File: config.mk
export PLATFORM = sky130hd
export DESIGN_NAME = front_end_top
export DESIGN_NICKNAME = d
export VERILOG_FILES = /design/src/common/tomasulo_pkg.sv /design/src/common/rv32i_pkg.sv /design/src/common/dispatch_if.sv /design/src/verilog/front_end_top.sv /design/src/front/instr_queue.sv /design/src/front/fetch_decode.sv
export VERILOG_INCLUDE_DIRS = /design/src /design/src/common
export SDC_FILE = /design/constraint.sdc
export NUM_CORES = 2
export LEC_CHECK = 0
export BUFFER_PORTS_ARGS = -buffer_cell sky130_fd_sc_hd__buf_2
export CORE_MARGIN = 4
export CORE_UTILIZATION = 62
export CTS_BUF_LIST = sky130_fd_sc_hd__clkbuf_4 sky130_fd_sc_hd__clkbuf_8
export DETAILED_ROUTE_END_ITERATION = 10
export PLACE_DENSITY = 0.83
export SYNTH_ARGS = -nofsm -noshare
export SYNTH_HDL_FRONTEND = slang
export SYNTH_SLANG_ARGS = --single-unit
File: constraint.sdc
create_clock -name clk -period 23.5 [get_ports clk]
set_input_delay 1.175 -clock clk [delete_from_list [all_inputs] [get_ports clk]]
set_output_delay 1.175 -clock clk [all_outputs]
set_load 0.005 [all_outputs]
File: src/common/front_consts.svh
`ifndef FRONT_CONSTS_SVH
`define FRONT_CONSTS_SVH

// first fetch address after reset
`define RESET_PC 32'h60

// decoded entries held between fetch and dispatch
`define IQ_DEPTH 8

`define JALR_PORTS 4 // execution ports able to resolve a jalr

`endif
File: src/common/tomasulo_pkg.sv
package tomasulo_pkg;

    // operation classes seen by the reservation stations
    typedef enum logic [3:0] {
        ARITH,
        LUI,
        AUIPC,
        JAL,
        JALR,
        BRANCH,
        LB,
        LH,
        LW,
        LBU,
        LHU,
        SB,
        SH,
        SW
    } op_t;

    typedef struct packed {
        op_t         op;
        logic [4:0]  src1_reg;
        logic        src1_valid;
        logic [4:0]  src2_reg;
        logic        src2_valid;
        logic [31:0] src2_data;  // immediate operand
        logic [2:0]  funct3;
        logic        funct7;     // bit 30 only
        logic [4:0]  rd;
        logic [31:0] pc;         // result or alternate target
        logic [31:0] og_pc;
        logic [31:0] og_instr;
    } control_word_t;

    // debug trace word travelling next to each control word
    typedef struct packed {
        logic [31:0] inst;
        logic [4:0]  rs1_addr;
        logic [4:0]  rs2_addr;
        logic [4:0]  rd_addr;
        logic [31:0] pc_rdata;
        logic [31:0] pc_wdata;   // predicted next pc
        logic        imm;
    } rvfi_word_t;

endpackage

File: src/common/rv32i_pkg.sv
package rv32i_pkg;

    // major opcodes, low seven bits of every word
    typedef enum logic [6:0] {
        op_lui   = 7'b0110111,
        op_auipc = 7'b0010111,
        op_jal   = 7'b1101111,
        op_jalr  = 7'b1100111,
        op_br    = 7'b1100011, // all conditional branches
        op_load  = 7'b0000011,
        op_store = 7'b0100011,
        op_imm   = 7'b0010011,
        op_reg   = 7'b0110011,
        op_csr   = 7'b1110011
    } opcode_t;

    typedef enum logic [2:0] {
        lb  = 3'b000,
        lh  = 3'b001,
        lw  = 3'b010,
        lbu = 3'b100,
        lhu = 3'b101
    } load_funct3_t;

    typedef enum logic [2:0] {
        sb = 3'b000,
        sh = 3'b001,
        sw = 3'b010
    } store_funct3_t;

    // one struct per encoding format, msb first
    typedef struct packed {
        logic [6:0] funct7;
        logic [4:0] rs2;
        logic [4:0] rs1;
        logic [2:0] funct3;
        logic [4:0] rd;
        opcode_t    opcode;
    } r_fmt_t;

    typedef struct packed {
        logic [11:0] imm_11_0;
        logic [4:0]  rs1;
        logic [2:0]  funct3;
        logic [4:0]  rd;
        opcode_t     opcode;
    } i_fmt_t;

    typedef struct packed {
        logic [6:0] imm_11_5;
        logic [4:0] rs2;
        logic [4:0] rs1;
        logic [2:0] funct3;
        logic [4:0] imm_4_0;
        opcode_t    opcode;
    } s_fmt_t;

    typedef struct packed {
        logic       imm_12;
        logic [5:0] imm_10_5;
        logic [4:0] rs2;
        logic [4:0] rs1;
        logic [2:0] funct3;
        logic [3:0] imm_4_1;
        logic       imm_11;
        opcode_t    opcode;
    } b_fmt_t;

    typedef struct packed {
        logic [19:0] imm_31_12;
        logic [4:0]  rd;
        opcode_t     opcode;
    } u_fmt_t;

    typedef struct packed {
        logic       imm_20;
        logic [9:0] imm_10_1;
        logic       imm_11;
        logic [7:0] imm_19_12;
        logic [4:0] rd;
        opcode_t    opcode;
    } j_fmt_t;

    typedef union packed {
        r_fmt_t r;
        i_fmt_t i;
        s_fmt_t s;
        b_fmt_t b;
        u_fmt_t u;
        j_fmt_t j;
    } instr_u;

endpackage

File: src/common/dispatch_if.sv
`timescale 1ns/1ns

interface dispatch_if;
    import tomasulo_pkg::*;

    logic          ld_iq;         // decoded word offered
    logic          iq_ack;        // taken in the same cycle
    control_word_t control_word;
    rvfi_word_t    rvfi;

    modport fetch (
        output ld_iq,
        output control_word,
        output rvfi,
        input  iq_ack
    );

    modport queue (
        input  ld_iq,
        input  control_word,
        input  rvfi,
        output iq_ack
    );

endinterface

File: src/verilog/front_end_top.sv
`timescale 1ns/1ns
`include "front_consts.svh"

module front_end_top (
    input  logic                         clk,
    input  logic                         rst,
    output logic                         instr_read,
    output logic [31:0]                  instr_mem_address,
    input  logic                         instr_mem_resp,
    input  logic [31:0]                  instr_rdata,
    input  logic                         br_pr_take,
    input  logic                         ld_br_pc,
    input  logic [31:0]                  br_pc,
    input  logic                         flush_ip,
    input  logic [`JALR_PORTS-1:0]       jalr_done,
    input  logic [`JALR_PORTS-1:0][31:0] jalr_pc,
    input  logic                         deq,
    output logic                         out_valid,
    output tomasulo_pkg::control_word_t  out_cw,
    output tomasulo_pkg::rvfi_word_t     out_rvfi
);

    dispatch_if dq_if ();

    // fetch, predict and decode
    fetch_decode fetch_decode_i (
        .clk               (clk),
        .rst               (rst),
        .instr_mem_resp    (instr_mem_resp),
        .instr_rdata       (instr_rdata),
        .br_pr_take        (br_pr_take),
        .flush_ip          (flush_ip),
        .ld_br_pc          (ld_br_pc),
        .br_pc             (br_pc),
        .jalr_done         (jalr_done),
        .jalr_pc           (jalr_pc),
        .instr_read        (instr_read),
        .instr_mem_address (instr_mem_address),
        .dq                (dq_if.fetch)
    );

    instr_queue #(
        .DEPTH (`IQ_DEPTH)
    ) instr_queue_i (
        .clk       (clk),
        .rst       (rst),
        .flush_ip  (flush_ip),
        .deq       (deq),
        .dq        (dq_if.queue),
        .out_valid (out_valid),
        .out_cw    (out_cw),
        .out_rvfi  (out_rvfi)
    );

endmodule

File: src/front/instr_queue.sv
`timescale 1ns/1ns
`include "front_consts.svh"

module instr_queue #(
    parameter int DEPTH = `IQ_DEPTH
) (
    input  logic                        clk,
    input  logic                        rst,
    input  logic                        flush_ip,
    input  logic                        deq,
    dispatch_if.queue                   dq,
    output logic                        out_valid,
    output tomasulo_pkg::control_word_t out_cw,
    output tomasulo_pkg::rvfi_word_t    out_rvfi
);
    import tomasulo_pkg::*;

    localparam int PTR_W   = $clog2(DEPTH);
    localparam int ENTRY_W = $bits(control_word_t) + $bits(rvfi_word_t);

    logic [ENTRY_W-1:0] mem [DEPTH];  // control word above debug word
    logic [PTR_W-1:0]   head;
    logic [PTR_W-1:0]   tail;
    logic [PTR_W:0]     count;
    logic               full;
    logic               push;
    logic               pop;

    assign full      = (count == (PTR_W+1)'(DEPTH));
    assign dq.iq_ack = dq.ld_iq & ~full;   // same-cycle accept
    assign push      = dq.iq_ack;
    assign out_valid = (count != '0);
    assign pop       = deq & out_valid;

    assign {out_cw, out_rvfi} = mem[head];

    always_ff @(posedge clk) begin
        if (push)
            mem[tail] <= {dq.control_word, dq.rvfi};
    end

    // flush drops every entry at once
    always_ff @(posedge clk) begin
        if (rst || flush_ip) begin
            head  <= '0;
            tail  <= '0;
            count <= '0;
        end else begin
            if (push)
                tail <= tail + 1'b1;
            if (pop)
                head <= head + 1'b1;
            case ({push, pop})
                2'b10:   count <= count + 1'b1;
                2'b01:   count <= count - 1'b1;
                default: count <= count;
            endcase
        end
    end

endmodule

File: src/front/fetch_decode.sv
`timescale 1ns/1ns
`include "front_consts.svh"

module fetch_decode (
    input  logic                         clk,
    input  logic                         rst,
    input  logic                         instr_mem_resp,
    input  logic [31:0]                  instr_rdata,
    input  logic                         br_pr_take,
    input  logic                         flush_ip,
    input  logic                         ld_br_pc,
    input  logic [31:0]                  br_pc,
    input  logic [`JALR_PORTS-1:0]       jalr_done,
    input  logic [`JALR_PORTS-1:0][31:0] jalr_pc,
    output logic                         instr_read,
    output logic [31:0]                  instr_mem_address,
    dispatch_if.fetch                    dq
);
    import rv32i_pkg::*;
    import tomasulo_pkg::*;

    enum logic [2:0] {
        RESET,
        FETCH,
        CREATE,
        STALL,
        JALR_WAIT,
        JALR_FETCH,
        FLUSH_WAIT,
        FLUSH_FETCH
    } state, next_state;

    logic [31:0] pc;
    logic [31:0] prev_pc;       // pc of the word held in STALL
    logic [31:0] br_pc_buf;
    logic [31:0] jalr_pc_buf;
    logic [31:0] pred_tgt_buf;  // taken target of a stalled branch
    logic        take_buf;
    instr_u      ir;

    logic        ld_pc;
    logic [31:0] pc_load;
    logic [31:0] jalr_sel;
    logic        jalr_any;

    opcode_t     opc;
    logic [31:0] instr_pc;
    logic [31:0] seq_pc;
    logic [31:0] br_tgt;
    logic [31:0] next_pc;
    logic        take;
    logic [31:0] i_imm, s_imm, b_imm, u_imm, j_imm;

    control_word_t cw;
    rvfi_word_t    rv;

    assign dq.control_word = cw;
    assign dq.rvfi         = rv;

    // immediates straight from the format views
    assign opc   = ir.r.opcode;
    assign i_imm = {{20{ir.i.imm_11_0[11]}}, ir.i.imm_11_0};
    assign s_imm = {{20{ir.s.imm_11_5[6]}}, ir.s.imm_11_5, ir.s.imm_4_0};
    assign b_imm = {{19{ir.b.imm_12}}, ir.b.imm_12, ir.b.imm_11, ir.b.imm_10_5,
                    ir.b.imm_4_1, 1'b0};
    assign u_imm = {ir.u.imm_31_12, 12'h000};
    assign j_imm = {{11{ir.j.imm_20}}, ir.j.imm_20, ir.j.imm_19_12, ir.j.imm_11,
                    ir.j.imm_10_1, 1'b0};

    // pc already moved on once CREATE has offered the word
    assign instr_pc = (state == STALL) ? prev_pc : pc;
    assign take     = (state == STALL) ? take_buf : br_pr_take;
    assign br_tgt   = (state == STALL) ? pred_tgt_buf : pc + b_imm;
    assign seq_pc   = instr_pc + 32'd4;

    // highest numbered port wins
    always_comb begin
        jalr_sel = jalr_pc_buf;
        for (int p = 0; p < `JALR_PORTS; p++) begin
            if (jalr_done[p])
                jalr_sel = jalr_pc[p];
        end
    end

    assign jalr_any = |jalr_done;

    always_comb begin : decode
        next_pc       = seq_pc;
        cw.op         = ARITH;
        cw.src1_reg   = ir.r.rs1;
        cw.src1_valid = 1'b0;
        cw.src2_reg   = ir.r.rs2;
        cw.src2_valid = 1'b0;
        cw.src2_data  = 32'h0;
        cw.funct3     = ir.r.funct3;
        cw.funct7     = ir.r.funct7[5];
        cw.rd         = ir.r.rd;
        cw.pc         = seq_pc;
        cw.og_pc      = instr_pc;
        cw.og_instr   = ir;

        case (opc)
            op_lui, op_auipc, op_jal: begin
                cw.src1_reg   = 5'd0;
                cw.src2_reg   = 5'd0;
                cw.src2_valid = 1'b1;
                if (opc == op_lui) begin
                    cw.op = LUI;
                    cw.pc = u_imm;
                end else if (opc == op_auipc) begin
                    cw.op = AUIPC;
                    cw.pc = instr_pc + u_imm;
                end else begin
                    cw.op   = JAL;
                    next_pc = instr_pc + j_imm; // link value stays in cw.pc
                end
            end
            op_br: begin
                cw.op = BRANCH;
                if (take) begin
                    next_pc = br_tgt;
                    cw.rd   = 5'd2;    // marks taken prediction
                end else begin
                    cw.pc = br_tgt;    // fallback if resolved taken
                    cw.rd = 5'd0;
                end
            end
            op_store: begin
                case (ir.s.funct3)
                    sb:      cw.op = SB;
                    sh:      cw.op = SH;
                    default: cw.op = SW;
                endcase
                cw.src2_valid = 1'b1;
                cw.src2_data  = s_imm; // rs2 still names the store data
            end
            op_load, op_imm, op_jalr, op_csr: begin
                cw.src2_reg   = 5'd0;
                cw.src2_valid = 1'b1;
                cw.src2_data  = i_imm;
                if (opc == op_jalr)
                    cw.op = JALR;
                if (opc == op_load) begin
                    case (ir.i.funct3)
                        lb:      cw.op = LB;
                        lh:      cw.op = LH;
                        lbu:     cw.op = LBU;
                        lhu:     cw.op = LHU;
                        default: cw.op = LW;
                    endcase
                end
            end
            op_reg: ;                  // defaults already fit
            default: ;
        endcase

        rv.inst     = ir;
        rv.rs1_addr = ir.r.rs1;
        rv.rs2_addr = ir.r.rs2;
        rv.rd_addr  = ir.r.rd;
        rv.pc_rdata = instr_pc;
        rv.pc_wdata = next_pc;
        rv.imm      = cw.src2_valid & (opc != op_store);
    end

    always_comb begin : fsm
        next_state        = state;
        instr_read        = 1'b0;
        instr_mem_address = pc;
        dq.ld_iq          = 1'b0;
        ld_pc             = 1'b0;
        pc_load           = next_pc;

        case (state)
            RESET: next_state = FETCH;
            FETCH: begin
                instr_read = 1'b1;
                if (instr_mem_resp)
                    next_state = flush_ip ? FLUSH_FETCH : CREATE;
                else if (flush_ip)
                    next_state = FLUSH_WAIT;
            end
            CREATE, STALL: begin
                dq.ld_iq = ~flush_ip;
                if (flush_ip) begin
                    next_state = FLUSH_FETCH;
                end else begin
                    ld_pc = (state == CREATE);
                    if (!dq.iq_ack)
                        next_state = STALL;
                    else if (opc == op_jalr)
                        next_state = JALR_WAIT; // target unknown until executed
                    else
                        next_state = FETCH;
                end
            end
            JALR_WAIT: begin
                if (flush_ip)
                    next_state = FLUSH_FETCH;
                else if (jalr_any)
                    next_state = JALR_FETCH;
            end
            JALR_FETCH: begin
                instr_read        = 1'b1;
                instr_mem_address = jalr_pc_buf;
                ld_pc             = 1'b1;
                pc_load           = jalr_pc_buf;
                if (instr_mem_resp)
                    next_state = flush_ip ? FLUSH_FETCH : CREATE;
                else if (flush_ip)
                    next_state = FLUSH_WAIT;
            end
            // let the read in flight finish, its data is thrown away
            FLUSH_WAIT: begin
                instr_read = 1'b1;
                if (instr_mem_resp)
                    next_state = FLUSH_FETCH;
            end
            FLUSH_FETCH: begin
                ld_pc   = 1'b1;
                pc_load = br_pc_buf;
                if (!flush_ip)
                    next_state = FETCH;
            end
        endcase
    end

    always_ff @(posedge clk) begin
        if (rst) begin
            state <= RESET;
            pc    <= `RESET_PC;
        end else begin
            state <= next_state;
            if (ld_pc)
                pc <= pc_load;
        end
    end

    always_ff @(posedge clk) begin
        if (instr_read && instr_mem_resp)
            ir <= instr_rdata;
        if (ld_br_pc)
            br_pc_buf <= br_pc;
        if (state == JALR_WAIT && jalr_any)
            jalr_pc_buf <= jalr_sel;
        if (state == CREATE) begin
            prev_pc      <= pc;
            take_buf     <= br_pr_take;
            pred_tgt_buf <= br_tgt;
        end
    end

endmodule

# --- Word-level counts from Yosys, hierarchy flattened ---
# Memories as Yosys holds them, arrays and structs flattened. A register that Yosys moved wholly into a read port is not among the register bits.
# Index checks and enable logic that the tools add are counted.
op_classes:
  n_reduce_logical: 19
  mux: 50
  n_eq_ne: 27
  bitwise_logic: 5
  n_addsub: 8
op_table:
  columns: ["operator", "n"]
  rows:
  - ["two-way mux 32 bit", 13]
  - ["case mux 32 bit (2 select lines)", 4]
  - ["adder 32 bit", 3]
  - ["two-way mux 3 bit", 13]
  - ["adder 32 x 3 -> 32 bit (second input constant)", 1]
  - ["case mux 4 bit (4 select lines)", 2]
  - ["equality test 7 bit (second input constant)", 4]
  - ["equality test 3 bit (second input constant)", 6]
  - ["case mux 3 bit (6 select lines)", 1]
  - ["two-way mux 5 bit", 3]
  - ["equality test 7 x 5 -> 1 bit (second input constant)", 2]
  - ["equality test 7 x 6 -> 1 bit (second input constant)", 2]
  - ["two-way mux 1 bit", 8]
  - ["case mux 4 bit (2 select lines)", 1]
  - ["nonzero test 4 bit", 2]
  - ["OR reduction 4 bit", 2]
  - ["OR reduction 8 bit", 1]
  - ["equality test 7 x 2 -> 1 bit (second input constant)", 1]
  - ["!= test 7 x 6 -> 1 bit (second input constant)", 1]
  - ["OR reduction 7 bit", 1]
  - ["adder 3 x 1 -> 3 bit (second input constant)", 2]
  - ["equality test 3 x 1 -> 1 bit (second input constant)", 2]
  - ["equality test 3 x 2 -> 1 bit (second input constant)", 2]
  - ["zero test 3 bit", 2]
  - ["21 further kinds", 30]
word_totals:
  wordCells: 121
  n_memories: 1
  in_bits: 203
  reg_bits: 206
  ram_bits: 2112
  out_inout_bits: 299
memory_table:
  columns: ["memory", "words", "word_bits", "rd", "rd_ports_with_merged_regs", "wr", "line", "source"]
  rows:
  - ["instr_queue_i.mem", 8, 264, 1, 1, 1, "instr_queue.sv:21", "logic [ENTRY_W-1:0] mem [DEPTH];"]

# --- Logic depth before layout (Yosys ltp) ---
depth:
  word_depth: 7
  depth_mapped: 21
  mapped_depth_nobuf: 15

# --- Modules after synthesis ---
# Synthesis repeated with hierarchy kept, for this count alone.
unflattened:
  hier_cells: 5053
  hier_area_um2: 96591.4
by_module_without_submodules:
  columns: ["mod", "instances", "area_each_um2", "cells_per_inst", "seq_area_each_um2"]
  rows:
  - ["instr_queue", 1, 80215.7, 3139, 63921.3]
  - ["fetch_decode", 1, 16375.7, 1914, 5535.3]

# --- Worst setup path after synthesis ---
# OpenSTA, ideal clock, no wires.
synth_timing:
  path_type: "input to register"
  start: "input port flush_ip"
  end: "memory instr_queue_i.mem[0][0] in the netlist's numbering, enable pin"
  n_path_buf: 1
  path_stages: 6
  t_required_ns: 22.423
  setup_ns: 1.077
  slack_ns: 5.137
  arrival_ns: 17.286
  cell_sequence: "clkbuf_1 > nor2b_1 > nand2_1 > nor2_1 > clkinv_1 > nor4_1"
synth_via:
  elab_chain_cells: 5
synth_rtl:
  columns: ["element", "line", "source"]
  rows:
  - ["start: declaration", "front_end_top.sv:14", "input logic flush_ip,"]
  - ["inverter 1 bit", "fetch_decode.sv:184", "dq.ld_iq = ~flush_ip;"]
  - ["two-way mux 1 bit", "fetch_decode.sv:174", "case (state)"]
  - ["AND 1 bit", "instr_queue.sv:30", "assign dq.iq_ack = dq.ld_iq & ~full;"]
  - ["two-way mux 1 bit", "instr_queue.sv:38", "if (push)"]
  - ["two-way mux 1 bit (implied by the code)", "instr_queue.sv:39", "mem[tail] <= {dq.control_word, dq.rvfi};"]
  - ["end: declaration", "instr_queue.sv:21", null]
# Every way passes these cells.

==> run metrics <==
LEAKAGE=around 25 nW; GRT Residual Overflow=0; vias in the first global route=~37000; Post-synth top cells=edfxtp_1, mux4_2, nand2_1; worst slew pin tran=1.386 ns; PortBufs=500; Cell Int Power=4.336 mW; post_cts resized=0; final hold vios=0; total track usage=between 30 and 40%; crit path max fanout=51; initial antenna violation count=4; first-pass GRT wire length=240.2 mm; Synth Flop Type=edfxtp_1; Syn-to-layout area delta=12.06%; number of max-cap violations=0; switching portion of total power=24.37%; Post-Route WL=164.0 mm; largest net degree at the start of global routing=between 100 and 150; crit path kind=reg -> reg; Achievable Freq=between 100 and 150 MHz; Startpoint Class=flop; top cell type's share of synthesized area=approximately two thirds; post-synth net total=4051; Max Slew Vio Count=0; kind of cell adding the most delay to the critical path=compound AO/OA/AOI/OAI gates; Initial Utilization=62.46%; width of the die=331.1 µm; Max H-tree Level=4; Mapped Avg Cell Area=17.22 µm²; TritonCTS clock tree=yes; CTS Root Cell=clkbuf_8; combinational share of power=10.3%; peak supply drop=47.54 µV; most common cell in the netlist=edfxtp_1; pwr/cell area=between 70 and 80 mW/mm²; Final TNS setup=0 ns; Synth Register Bits=1497; crit end category=flop; Post-DP HPWL=between 100 and 150 mm; post-CTS setup buffers=0; die extent in y=331.1 µm; Slew headroom=7.615%; Clock Power Share=36.1%; r2r setup slk=16.80 ns; Skew-Pair Late Insertion Delay=0.92 ns; number of synthesized flops with an enable pin=1449; critical path arrival=7.29 ns; register clock-pin slew on the reported worst setup and hold paths=~0.06 ns; register area share after synthesis=between 60% and 70%; hold_buf cts=0; First-pass DRT Iterations=7; Final setup viols=0; Yosys Warn Count=0; status=completed; cts bufs inserted=221; FFs w/ async S/R, synth=0%; clock period minus worst slack=6.702 ns; drt drc=0; Sequential Power Share=53.7%; clk sinks=about 1500; share of cells above drive strength 1=33.60%; Critical Path Max Stage Delay=0.65 ns; die area=0.1096 mm²; Initial DRC Count=5036; routed length per instance=roughly 28 µm; remaining antenna violation count=0; period utilization=28.52%; Yosys cell types=93; I/O pin cnt=502; Design Area, Final=between 0.07 and 0.08 mm²; gp weighted congestion=0.9925; placed cell area=0.06810 mm²; class of the worst hold path=in -> reg; CP max stage cell=a2111oi_0; Switching Power=1.397 mW; cell count after synthesis=3760; worst path buffer plus inverter count=5; via/cell ratio=approximately 6.5; via count=~38000; post-synth top area cell=edfxtp_1; RSZ-0062 raised after global routing=false; synthesized area=around 0.065 mm²; Area contributors post-synth=edfxtp_1, mux4_2, mux2_2, ha_1, dfxtp_1; crit path cell chain=buf_4, and3b_2, buf_4, buf_4, mux2i_1, inv_1, ha_1, nand2_1, a2111oi_0, nor2_1, o211ai_1, a41oi_1, o311ai_1, a21oi_1, xnor2_1, a222oi_1, inv_1; Worst Skew=0.07351 ns; CP required=24.09 ns; core box area=0.1036 mm²; CTS Buffer Depth=3; # rows=118; nets@finish=4545; CP most frequent cell=buf_4
==> layout make-up <==
cell class	count	area [µm²]
diodes	5	12.51
well taps	1380	1727
fillers	6401	31100
clock inverters	104	698.2
inverters	48	180.2
clock buffers	305	3735
multi-input cells	1920	18590
flip-flops and latches	1497	44490
repair buffers	566	3110
==> final timing paths <==
| path | start | to | depth (start not counted) |
|---|---|---|---|
| setup / recovery | fetch_decode_i.state[1] | instr_queue_i.mem[5][32] | 17 |
| hold / removal | br_pc[17] | fetch_decode_i.br_pc_buf[17] | 1 |
| setup reg to reg | fetch_decode_i.state[1] | instr_queue_i.mem[5][32] | 17 |
| hold reg to reg | instr_queue_i.head[1] | flop | 2 |
==> metal layers <==
layer / wire length, µm / GRT usage [%] / vias up / part of all wire [%]
li1: - / - / 15990 / -
met1: 60380 / 41.81 / 18870 / 37
met2: 78750 / 47.95 / 2370 / 48
met3: 18430 / 6.488 / 353 / 11
met4: 6450 / 11.35 / 2 / 3.9
met5: 13 / 0 / - / 0.0079
==> sequential cells by signal, indices dropped and copies added, names as in the netlist, 4 cells and up, named ones only <==
signal,count
instr_queue_i.mem,1288
fetch_decode_i.pred_tgt_buf,32
fetch_decode_i.prev_pc,32
fetch_decode_i.pc,32
fetch_decode_i.ir,32
fetch_decode_i.br_pc_buf,32
instr_queue_i.count,4
fetch_decode_i.jalr_pc_buf,32
==> per-stage QoR <==
step	setup slack, ns	cells	util, %	hold WS, ns	power [mW]
final	16.80	5825	69.99	0.4362	5.733
after global routing	16.29	5821	69.98	0.3714	5.945
after CTS	16.65	5820	69.98	0.3448	5.754
after detailed placement	17.15	5411	65.70	0.4731	3.704
after global placement	17.29	5411	65.70	0.4571	3.689
after floorplan	5.137	3760	-	0.4467	3.485
==> cell families after synthesis <==
| kind of cell | after synthesis | synth area share, % |
|---|---|---|
| AOI/OAI and AO/OA | 506 | 5.159 |
| xor gates and xnor gates | 100 | 1.365 |
| adders and majority gates | 88 | 1.747 |
| buffers and inverters | 343 | 2.671 |
| DFF | 1497 | 68.70 |
| muxes | 603 | 15.93 |
| other | 1 | 0.005793 |
| and+or+nand+nor | 622 | 4.417 |
==> power groups by stage <==
stage | clock network [mW] | registers (mW) | logic [mW]
6_report | 2.07 | 3.08 | 0.589
5_1_grt | 2.24 | 3.08 | 0.627
4_1_cts | 2.10 | 3.07 | 0.577
3_5_place_dp | 0 | 3.13 | 0.574
3_3_place_gp | 0 | 3.13 | 0.563
2_1_floorplan | 0 | 3.12 | 0.364
==> placed cells by master (no fill, tap or decap), drive strengths merged, types with 23 or more instances in the layout <==
| cell type | instances |
|---|---|
| xnor2 | 57 |
| a21oi | 157 |
| nor2 | 178 |
| nand3 | 49 |
| dfxtp | 48 |
| ha | 84 |
| mux2 | 200 |
| nor3 | 27 |
| a21o | 46 |
| mux2i | 81 |
| nand2 | 227 |
| and2 | 29 |
| clkinv | 86 |
| nand4 | 23 |
| o21ai | 110 |
| mux4 | 322 |
| clkbuf | 305 |
| buf | 566 |
| edfxtp | 1449 |
| xor2 | 43 |
| inv | 54 |
(Power assumes the default switching activity.)
